`src/source/fpSqrt_cfg.svh`:
```
// binary32 only; the payload codes must stay clear of the quiet bit (fraction bit 22)
`ifndef FPSQRT_CFG_SVH
`define FPSQRT_CFG_SVH

// ----------------------------------------------------------------------
// binary32 field widths
// ----------------------------------------------------------------------

// exponent and stored fraction widths
`define FP_EXP_W 8
`define FP_FRAC_W 23

// exponent of 2^0
`define FP_BIAS 127

// ----------------------------------------------------------------------
// root datapath
// ----------------------------------------------------------------------

// 24 significand bits plus guard and round
`define ISQRT_ITER 26

// payload codes or-ed into the quiet NaN
`define QNAN_SQRTINF 23'h000001
`define QNAN_SQRTNEG 23'h000002

`endif

```
`src/source/fpSqrtPkg.sv`:
```
// types for the binary32 root; fpRaw sig layout is hidden bit, 23 fraction bits, guard, round
`default_nettype none

`include "fpSqrt_cfg.svh"

package fpSqrtPkg;

	// ------------------------------------------------------------------
	// operand word
	// ------------------------------------------------------------------

	// field view of a binary32 word
	typedef struct packed {
		logic sign;
		logic [`FP_EXP_W-1:0] exp;
		logic [`FP_FRAC_W-1:0] frac;
	} fpFields;

	// same 32 bits read raw or by field
	typedef union packed {
		logic [`FP_EXP_W+`FP_FRAC_W:0] raw;
		fpFields f;
	} fpWord;

	// ------------------------------------------------------------------
	// internal records
	// ------------------------------------------------------------------

	// decoded operand with the hidden bit in the msb of frac
	typedef struct packed {
		logic sign;
		logic [`FP_EXP_W-1:0] exp;
		logic [`FP_FRAC_W:0] frac;
		logic isZero;
		logic isInf;
		logic isNan;
		logic isNeg;
	} fpDecoded;

	// unrounded root handed to the rounding stage
	// exp has one spare bit for underflow
	typedef struct packed {
		logic sign;
		logic [`FP_EXP_W:0] exp;
		logic [`ISQRT_ITER-1:0] sig;
		logic sticky;
		logic isSpecial;
	} fpRaw;

	// rounding modes encoded as on the rm pins
	typedef enum logic [2:0] {
		RNE = 3'd0,
		RTZ = 3'd1,
		RDN = 3'd2,
		RUP = 3'd3,
		RMM = 3'd4
	} roundMode;

endpackage

`default_nettype wire

```
`src/source/fpDecomp32.sv`:
```
// one cycle latency; any zero exponent reads as zero, so subnormals are flushed
`timescale 1ns/100ps
`default_nettype none

module fpDecomp32 import fpSqrtPkg::*; (
	input  logic clk,
	input  logic rstN,
	input  fpWord i,
	output fpDecoded o
);

	logic expZero;
	logic expMax;
	logic fracZero;
	logic nan;

	// ------------------------------------------------------------------
	// field classification
	// ------------------------------------------------------------------

	always_comb begin
		expZero = (i.f.exp == '0);
		expMax = (i.f.exp == '1);
		fracZero = (i.f.frac == '0);
		// all-ones exponent with any fraction bit set
		nan = expMax & ~fracZero;
	end

	// ------------------------------------------------------------------
	// output register
	// ------------------------------------------------------------------

	always_ff @(posedge clk or negedge rstN) begin
		if (!rstN) begin
			o <= '0;
		end else begin
			o.sign <= i.f.sign;
			o.exp <= i.f.exp;
			// hidden bit is set for every normal
			o.frac <= {~expZero, i.f.frac};
			// fraction is ignored when the exponent is zero
			o.isZero <= expZero;
			o.isInf <= expMax & fracZero;
			o.isNan <= nan;
			// negative zero and negative NaN are not a negative operand
			o.isNeg <= i.f.sign & ~expZero & ~nan;
		end
	end

endmodule

`default_nettype wire

```
`src/source/fpNormRound32.sv`:
```
// no overflow or underflow handling, the root of a normal cannot leave the normal range
`timescale 1ns/100ps
`default_nettype none

`include "fpSqrt_cfg.svh"

module fpNormRound32 import fpSqrtPkg::*; (
	input  logic clk,
	input  logic rstN,
	input  fpRaw i,
	input  logic iValid,
	input  roundMode rm,
	output fpWord o,
	output logic oValid
);

	localparam int SW = `ISQRT_ITER;

	logic [SW-1:0] sig;
	logic [`FP_EXP_W:0] exp;
	logic lsb;
	logic guard;
	logic rnd;
	logic inexact;
	logic up;
	logic carry;
	logic [`FP_FRAC_W+1:0] mant;
	logic [`FP_EXP_W:0] expR;
	logic [`FP_FRAC_W-1:0] fracR;
	fpWord res;

	// ------------------------------------------------------------------
	// normalize
	// ------------------------------------------------------------------

	// root lies in [1,2), so one left shift at most
	always_comb begin
		if (i.sig[SW-1]) begin
			sig = i.sig;
			exp = i.exp;
		end else begin
			sig = i.sig << 1;
			exp = i.exp - 1'b1;
		end
	end

	// ------------------------------------------------------------------
	// round
	// ------------------------------------------------------------------

	always_comb begin
		lsb = sig[2];
		guard = sig[1];
		rnd = sig[0];
		inexact = guard | rnd | i.sticky;
		case (rm)
			RNE: up = guard & (rnd | i.sticky | lsb);
			RTZ: up = 1'b0;
			RDN: up = i.sign & inexact;
			RUP: up = ~i.sign & inexact;
			RMM: up = guard;
			default: up = 1'b0;
		endcase

		// hidden bit plus fraction, one spare bit for the carry
		mant = {1'b0, sig[SW-1:2]} + (`FP_FRAC_W+2)'(up);
		carry = mant[`FP_FRAC_W+1];
		fracR = carry ? mant[`FP_FRAC_W:1] : mant[`FP_FRAC_W-1:0];
		expR = exp + (`FP_EXP_W+1)'(carry);

		// specials go through untouched
		if (i.isSpecial) begin
			res.f.sign = i.sign;
			res.f.exp = i.exp[`FP_EXP_W-1:0];
			res.f.frac = i.sig[SW-2:2];
		end else begin
			res.f.sign = i.sign;
			res.f.exp = expR[`FP_EXP_W-1:0];
			res.f.frac = fracR;
		end
	end

	// ------------------------------------------------------------------
	// output register
	// ------------------------------------------------------------------

	// o holds between results
	always_ff @(posedge clk or negedge rstN) begin
		if (!rstN) begin
			o <= '0;
			oValid <= 1'b0;
		end else begin
			oValid <= iValid;
			if (iValid)
				o <= res;
		end
	end

endmodule

`default_nettype wire

```
`src/source/fpSqrt32.sv`:
```
// ld while busy is dropped; raw and the flags hold from rawValid until the next result
`timescale 1ns/100ps
`default_nettype none

`include "fpSqrt_cfg.svh"

module fpSqrt32 import fpSqrtPkg::*; (
	input  logic clk,
	input  logic rstN,
	input  logic ld,
	input  fpWord a,
	output fpRaw raw,
	output logic rawValid,
	output logic sqrInf,
	output logic sqrNeg
);

	localparam int RAD_W = 2*`ISQRT_ITER;
	localparam int SIG_W = `FP_FRAC_W + 1;
	localparam logic [`FP_FRAC_W-1:0] QNAN_BIT = {1'b1, {(`FP_FRAC_W-1){1'b0}}};
	localparam logic [`FP_EXP_W:0] HALF_BIAS = (`FP_EXP_W+1)'(`FP_BIAS >> 1);
	localparam logic [`FP_EXP_W:0] EXP_MAX = {1'b0, {`FP_EXP_W{1'b1}}};

	logic busy;
	logic accept;
	logic rootStart;
	logic rootDone;
	logic rootSticky;
	logic special;
	fpWord aHold;
	fpWord decIn;
	fpDecoded dec;
	logic [`FP_EXP_W:0] ex1;
	logic [`FP_EXP_W:0] xo;
	logic [RAD_W-1:0] radicand;
	logic [`ISQRT_ITER-1:0] root;
	logic [`FP_FRAC_W-1:0] excCode;

	// ------------------------------------------------------------------
	// operand capture and decode
	// ------------------------------------------------------------------

	assign accept = ld & ~busy;

	// decoder sees the new operand on accept, then the held copy,
	// so dec stays put for the whole operation
	assign decIn = accept ? a : aHold;

	always_ff @(posedge clk) begin
		if (accept)
			aHold <= a;
	end

	fpDecomp32 u1 (
		.clk(clk),
		.rstN(rstN),
		.i(decIn),
		.o(dec)
	);

	always_ff @(posedge clk or negedge rstN) begin
		if (!rstN) begin
			busy <= 1'b0;
			rootStart <= 1'b0;
		end else begin
			// root starts once the decoded operand is registered
			rootStart <= accept;
			if (accept)
				busy <= 1'b1;
			else if (rootDone)
				busy <= 1'b0;
		end
	end

	// ------------------------------------------------------------------
	// exponent and radicand
	// ------------------------------------------------------------------

	// biased exponent + 1, halved, plus half the bias
	// an even biased exponent is an odd unbiased one
	assign ex1 = {1'b0, dec.exp} + (`FP_EXP_W+1)'(1);
	assign xo = {1'b0, ex1[`FP_EXP_W:1]} + HALF_BIAS;

	// significand scaled to 2^50, doubled for an odd exponent
	assign radicand = ex1[0] ? {dec.frac, {(RAD_W-SIG_W){1'b0}}}
		: {1'b0, dec.frac, {(RAD_W-SIG_W-1){1'b0}}};

	isqrt u2 (
		.clk(clk),
		.rstN(rstN),
		.start(rootStart),
		.radicand(radicand),
		.root(root),
		.sticky(rootSticky),
		.rootDone(rootDone)
	);

	// ------------------------------------------------------------------
	// result select
	// ------------------------------------------------------------------

	assign special = dec.isNan | dec.isNeg | dec.isInf | dec.isZero;

	always_ff @(posedge clk) begin
		if (rootDone) begin
			raw.sticky <= rootSticky;
			raw.isSpecial <= special;
			if (dec.isNan) begin
				// quieten, payload kept
				raw.sign <= dec.sign;
				raw.exp <= EXP_MAX;
				raw.sig <= {1'b0, QNAN_BIT | dec.frac[`FP_FRAC_W-1:0], 2'b00};
			end else if (dec.isNeg) begin
				raw.sign <= 1'b0;
				raw.exp <= EXP_MAX;
				raw.sig <= {1'b0, QNAN_BIT | `QNAN_SQRTNEG, 2'b00};
			end else if (dec.isInf) begin
				raw.sign <= 1'b0;
				raw.exp <= EXP_MAX;
				raw.sig <= '0;
			end else if (dec.isZero) begin
				// signed zero
				raw.sign <= dec.sign;
				raw.exp <= '0;
				raw.sig <= '0;
			end else begin
				raw.sign <= 1'b0;
				raw.exp <= xo;
				raw.sig <= root;
			end
		end
	end

	// exception code of the last result, also the flag source
	always_ff @(posedge clk or negedge rstN) begin
		if (!rstN) begin
			excCode <= '0;
			rawValid <= 1'b0;
		end else begin
			rawValid <= rootDone;
			if (rootDone) begin
				if (dec.isNeg)
					excCode <= `QNAN_SQRTNEG;
				else if (dec.isInf)
					excCode <= `QNAN_SQRTINF;
				else
					excCode <= '0;
			end
		end
	end

	assign sqrInf = (excCode == `QNAN_SQRTINF);
	assign sqrNeg = (excCode == `QNAN_SQRTNEG);

endmodule

`default_nettype wire

```
`src/source/fpSqrt32nr.sv`:
```
// ld to done is 29 cycles; rm must stay stable until done, no back-pressure on results
`timescale 1ns/100ps
`default_nettype none

`include "fpSqrt_cfg.svh"

module fpSqrt32nr import fpSqrtPkg::*; (
	input  logic clk,
	input  logic rstN,
	input  logic ld,
	input  fpWord a,
	input  roundMode rm,
	output fpWord o,
	output logic done,
	output logic inf,
	output logic sqrInf,
	output logic sqrNeg
);

	fpRaw raw;
	logic rawValid;
	logic coreInf;
	logic coreNeg;
	logic rawIsInf;

	// ------------------------------------------------------------------
	// core and rounding stage
	// ------------------------------------------------------------------

	fpSqrt32 u1 (
		.clk(clk),
		.rstN(rstN),
		.ld(ld),
		.a(a),
		.raw(raw),
		.rawValid(rawValid),
		.sqrInf(coreInf),
		.sqrNeg(coreNeg)
	);

	fpNormRound32 u2 (
		.clk(clk),
		.rstN(rstN),
		.i(raw),
		.iValid(rawValid),
		.rm(rm),
		.o(o),
		.oValid(done)
	);

	// ------------------------------------------------------------------
	// flags, aligned with done
	// ------------------------------------------------------------------

	// special raw words pass the rounder unchanged, so this is the final value
	assign rawIsInf = raw.isSpecial && (raw.exp[`FP_EXP_W-1:0] == '1)
		&& (raw.sig[`ISQRT_ITER-2:2] == '0);

	always_ff @(posedge clk or negedge rstN) begin
		if (!rstN) begin
			inf <= 1'b0;
			sqrInf <= 1'b0;
			sqrNeg <= 1'b0;
		end else if (rawValid) begin
			// the core tags the root of +inf, any other infinite word counts as well
			inf <= coreInf | rawIsInf;
			sqrInf <= coreInf;
			sqrNeg <= coreNeg;
		end
	end

endmodule

`default_nettype wire

```
`src/source/isqrt.sv`:
```
// start is taken only while idle; root is valid from the rootDone pulse until the next start
`timescale 1ns/100ps
`default_nettype none

`include "fpSqrt_cfg.svh"

module isqrt (
	input  logic clk,
	input  logic rstN,
	input  logic start,
	input  logic [2*`ISQRT_ITER-1:0] radicand,
	output logic [`ISQRT_ITER-1:0] root,
	output logic sticky,
	output logic rootDone
);

	localparam int N = `ISQRT_ITER;
	localparam int CW = $clog2(N);

	logic busy;
	logic [CW-1:0] cnt;
	logic rootDoneR;

	// radicand pairs shift out of the top of radR
	logic [2*N-1:0] radR;
	logic [N+1:0] remR;
	logic [N-1:0] rootR;

	logic [N+3:0] remSh;
	logic [N+3:0] trial;
	logic [N+3:0] diff;
	logic fits;

	// ------------------------------------------------------------------
	// one restoring step
	// ------------------------------------------------------------------

	always_comb begin
		// bring down the next two radicand bits
		remSh = {remR, radR[2*N-1 -: 2]};
		// trial subtrahend is 4*root + 1
		trial = {2'b00, rootR, 2'b01};
		diff = remSh - trial;
		fits = (remSh >= trial);
	end

	// ------------------------------------------------------------------
	// sequencing
	// ------------------------------------------------------------------

	// load on start, then N steps; rootDone comes with the last step
	always_ff @(posedge clk or negedge rstN) begin
		if (!rstN) begin
			busy <= 1'b0;
			cnt <= '0;
			rootDoneR <= 1'b0;
		end else begin
			rootDoneR <= 1'b0;
			if (start && !busy) begin
				busy <= 1'b1;
				cnt <= CW'(N - 1);
			end else if (busy) begin
				if (cnt == '0) begin
					busy <= 1'b0;
					rootDoneR <= 1'b1;
				end else begin
					cnt <= cnt - 1'b1;
				end
			end
		end
	end

	// ------------------------------------------------------------------
	// datapath
	// ------------------------------------------------------------------

	always_ff @(posedge clk) begin
		if (start && !busy) begin
			radR <= radicand;
			remR <= '0;
			rootR <= '0;
		end else if (busy) begin
			radR <= radR << 2;
			if (fits) begin
				// remainder never exceeds 2*root, so the top bits of diff are zero
				remR <= diff[N+1:0];
				rootR <= {rootR[N-2:0], 1'b1};
			end else begin
				remR <= remSh[N+1:0];
				rootR <= {rootR[N-2:0], 1'b0};
			end
		end
	end

	assign root = rootR;
	// anything left over means the root is inexact
	assign sticky = |remR;
	assign rootDone = rootDoneR;

endmodule

`default_nettype wire
```
`config.mk`:
```
export PLATFORM = sky130hd
export DESIGN_NAME = fpSqrt32nr
export DESIGN_NICKNAME = d
export VERILOG_FILES = /design/src/source/fpSqrtPkg.sv /design/src/source/fpDecomp32.sv /design/src/source/fpNormRound32.sv /design/src/source/fpSqrt32.sv /design/src/source/fpSqrt32nr.sv /design/src/source/isqrt.sv
export VERILOG_INCLUDE_DIRS = /design/src /design/src/source
export SDC_FILE = /design/constraint.sdc
export NUM_CORES = 1
export LEC_CHECK = 0
export BUFFER_PORTS_ARGS = -buffer_cell sky130_fd_sc_hd__buf_2
export CORE_MARGIN = 2
export CORE_UTILIZATION = 30
export CTS_CLUSTER_DIAMETER = 150
export DETAILED_ROUTE_END_ITERATION = 8
export GPL_ROUTABILITY_DRIVEN = 0
export HOLD_SLACK_MARGIN = 0.05
export PLACE_DENSITY = 0.53
export SKIP_CTS_REPAIR_TIMING = 1
export SYNTH_ARGS = -nofsm -noshare
export SYNTH_HDL_FRONTEND = slang
export SYNTH_SLANG_ARGS = --single-unit
```
`constraint.sdc`:
```
create_clock -name clk -period 10.6 [get_ports clk]
set_clock_uncertainty 0.2 [all_clocks]
set_input_delay 2.12 -clock clk [delete_from_list [all_inputs] [get_ports clk]]
set_output_delay 2.12 -clock clk [all_outputs]
set_load 0.005 [all_outputs]
```
==> impl_metrics.toml <==
[synth]
synth_edf_count = 62
syn_inst = 1322
synthFlopType = "dfxtp_1"
yosysSeqAreaShare = 0.4581
async_flop_share = 0.3648
synth_area_leader_cell = "dfrtp_1"
ys_ff_latch = 233
syn_area_sq_um = 12470
synthesis.nets = 1397
yosysWarnings = 0
synth_cell_type_count = 81
netlist.area_leader.share = 0.1706
yosys-top-cells-area = "dfrtp_1 (17%), edfxtp_1 (15%), dfxtp_1 (14%)"
avgSynthCellArea_sq_um = 9.429

[grt]
track_usage = 0.1427
grt_pass1_wl_um = 50780
antenna_found_initial = 0
grt_pass1_vias = 9116
grt-ovfl-total = 0
grt_max_degree = 115

[routing]
drt-initial-drc-count = 699
wire_per_inst_um = 16.48
vias = 9631
viasPerCell = 5.061
drt-total-wl_um = 31360
first_pass_iters = 6
drc = 0
route.antenna.remaining_nets = 0

[final_layout]
final_area_sq_um = 14120
finalNonFillerCells = 1903
layout-drive-gt1-share = 0.1357
n_antenna_cell = 0
nets = 1426
syn2layout_area_growth_pct = 13.25

[worst_setup_path]
start_kind = "input pin"
path_cells = "buf_2, or3_1, a21oi_1, nor4_1, a21oi_1, nor2_1, ha_1, ha_1, nand2_1, or4_4, nor3_4, nand2_1, inv_2, ha_1, o21ai_0, mux2i_1, a21oi_1, nor2_1, xnor2_1, a21oi_1"
crit_buf_inv = 2
cp_slowest_cell = "or4_4"
timing.rr.start = "u1.raw[27]"
critPathTopFamily = "simple AND/OR/NAND/NOR gates"
cp.required_ns = 10.81
reg2reg_depth = 19
r2r-end = "u2.o[28]"
criticalPathCategory = "in -> reg"
cp_slowest_stage_delay_ns = 0.55
cp_max_fo = 9
crit_path_end_kind = "register"
r2r_slack_ns = 5.82
path_common_cell = "a21oi_1"
cp_data_arrival_time_ns = 5.82

[sta]
rsz0062_at_grt = "false"
drv_slew = 0
period_share = 0.5300
relSlewSlack = 0.2004
final-hold-violation-count = 0
period_needed_ns = 5.618
fmax_ghz = 0.1780
setup_viol = 0
setup_tns_ns = 0
tightest_slew_ns = 1.199

[cts]
cts.sinks = 233
cts-buffers-inserted = 26
cts_tree = "built"
insertion_delay_ns = 0.56
cts-htree-levels = 1
clock_path_buffers = 3
cts_root_buffer = "clkbuf_16"
clk_pin_slew_worst_paths_ns = 0.07

[run]
drv_cap = 0

[floorplanning]
ioPinCount = 74
start_util = 0.3046
die_w_um = 207.8
die_y_um = 207.8
fp.coreArea_sq_um = 40920
dieArea_sq_um = 43200
core.rowCount = 74

[outcome]
status = "finished clean"

[power_and_ir_drop]
powerDensity_nw_per_um2 = 323.4
ir_drop_mv = 0.1403
p_leak_nw = 5.549

[place]
numPortBuffers = 73
dp.final_hpwl_um = 22110
placed_area_sq_um = 13210
dp_cells = 1855

[worst_hold_path]
worstHoldStart = "u1.u2.root[21]"
hold_path_end = "u1.u2.root[22]"
hold_class = "reg -> reg"
holdPathStages = 2
[how the worst max path moves through the flow]
stage,start,endpoint,slack (ns),cells past startpoint
4_1_cts,rm[2],u2.o[27],5.03,20
5_1_grt,rm[2],u2.o[27],4.68,20
2_1_floorplan,rm[2],u2.o[28],5.17,19
6_report,rm[2],u2.o[28],4.98,20
3_5_place_dp,rm[2],u2.o[27],4.43,20
3_3_place_gp,rm[2],u2.o[28],4.59,20
[where the power goes]
group          internal [mW]  total [mW]  switching, mW
registers               1.33        1.59          0.263
clock network          0.566       0.944          0.378
logic                  0.873        2.03           1.16
[final cells by class]
class                      instances  area (sq um)
clock buffer                      37         743.2
clock inverter                    11         162.7
fill                            4205         26810
inverter                          59         221.5
multi-input combinational        947          6160
sequential                       233          5714
tap                              532         665.6
timing repair buffer              84         450.4
[metrics by stage]
stage               hold WS, ns    util  power [mW]  worst slack (ns)
floorplan                0.1519       -       3.095             5.168
global placement         0.2346  0.3228       3.606             4.589
detailed placement       0.2405  0.3228       3.634             4.430
CTS                      0.2545  0.3450       4.601             5.035
global route             0.2757  0.3450       4.929             4.685
finish                   0.2513  0.3450       4.566             4.982
[flip-flops by register name, indices dropped and copies added, names as in the netlist]
register	count
u1.u2.remR	28
u1.aHold	32
u2.oValid	1
inf	1
u1.excCode	2
u1.u1.o	37
sqrInf	1
u1.u2.busy	1
u1.raw	37
u1.busy	1
u1.u2.root	26
u2.o	32
u1.u2.rootDone	1
sqrNeg	1
u1.u2.cnt	5
u1.rawValid	1
u1.u2.radR	25
u1.rootStart	1
[layer usage]
| metal | vias up | global-route usage | share of wire |
|---|---|---|---|
| met5 | - | 0 | 0 |
| met4 | 0 | 0.03693 | 0.021 |
| met3 | 39 | 0.02209 | 0.041 |
| met2 | 184 | 0.2104 | 0.43 |
| met1 | 4576 | 0.2158 | 0.51 |
| li1 | 4832 | - | - |
[synthesized netlist by cell type, types with 3 or more instances]
| cell | number |
|---|---|
| nand2_1 | 161 |
| nor2_1 | 93 |
| o21ai_0 | 93 |
| dfxtp_1 | 86 |
| dfrtp_1 | 85 |
| a21oi_1 | 72 |
| edfxtp_1 | 62 |
| clkbuf_1 | 60 |
| inv_1 | 58 |
| mux2i_1 | 49 |
| xnor2_1 | 45 |
| ha_1 | 37 |
| mux2_2 | 36 |
| nor3_1 | 32 |
| o211ai_1 | 31 |
| o31ai_1 | 28 |
| xor2_1 | 26 |
| nand3_1 | 25 |
| nor4_1 | 25 |
| and3_1 | 19 |
| nand2b_1 | 14 |
| nand4_1 | 14 |
| o221ai_1 | 13 |
| and2_1 | 11 |
| a21o_1 | 8 |
| a221o_1 | 8 |
| a22oi_1 | 8 |
| nor2b_1 | 8 |
| buf_2 | 7 |
| or3_1 | 7 |
| a211oi_1 | 6 |
| a31oi_1 | 6 |
| buf_1 | 6 |
| nand3b_1 | 6 |
| buf_6 | 4 |
| o21a_1 | 4 |
| or4_1 | 4 |
| a2111oi_0 | 3 |
| a2bb2oi_1 | 3 |
| a32oi_1 | 3 |
| and4_1 | 3 |
| o22ai_1 | 3 |
| o311ai_0 | 3 |
| or3b_2 | 3 |
[kinds of logic after synthesis]
group / Yosys count / synth area share
AO/OA/AOI/OAI: 313 / 0.1627
AND/OR/NAND/NOR: 441 / 0.1714
adder cells (fa/ha/maj): 37 / 0.03714
flip-flops: 233 / 0.4581
multiplexers: 85 / 0.07187
XOR/XNOR: 71 / 0.04988
buffers and inverters: 142 / 0.04888
[worst min-delay path, cell delays in order, from the launching register on]
cell,delay [ns]
dfxtp_1,0.32
nand2_1,0.05
o31ai_1,0.05
[cells in the final DEF (no fill, tap or decap), drive strengths merged, types with 5 or more instances in the layout]
cell / instances
nor4: 26
buf: 84
nand3: 26
or4: 5
or3: 7
nand2: 161
a21oi: 73
o211ai: 31
inv: 59
o31ai: 29
nor2: 93
and2: 12
a211oi: 6
dfrtp: 85
edfxtp: 62
a31oi: 6
clkinv: 8
nand2b: 15
o21ai: 96
o221ai: 13
nor2b: 8
nor3: 33
a221o: 8
and3: 20
dfxtp: 86
ha: 37
mux2i: 49
xor2: 26
mux2: 36
nand4: 14
a21o: 8
nand3b: 6
clkbuf: 37
xnor2: 45
a22oi: 8
No activity file was read; power rests on OpenSTA's default activity.
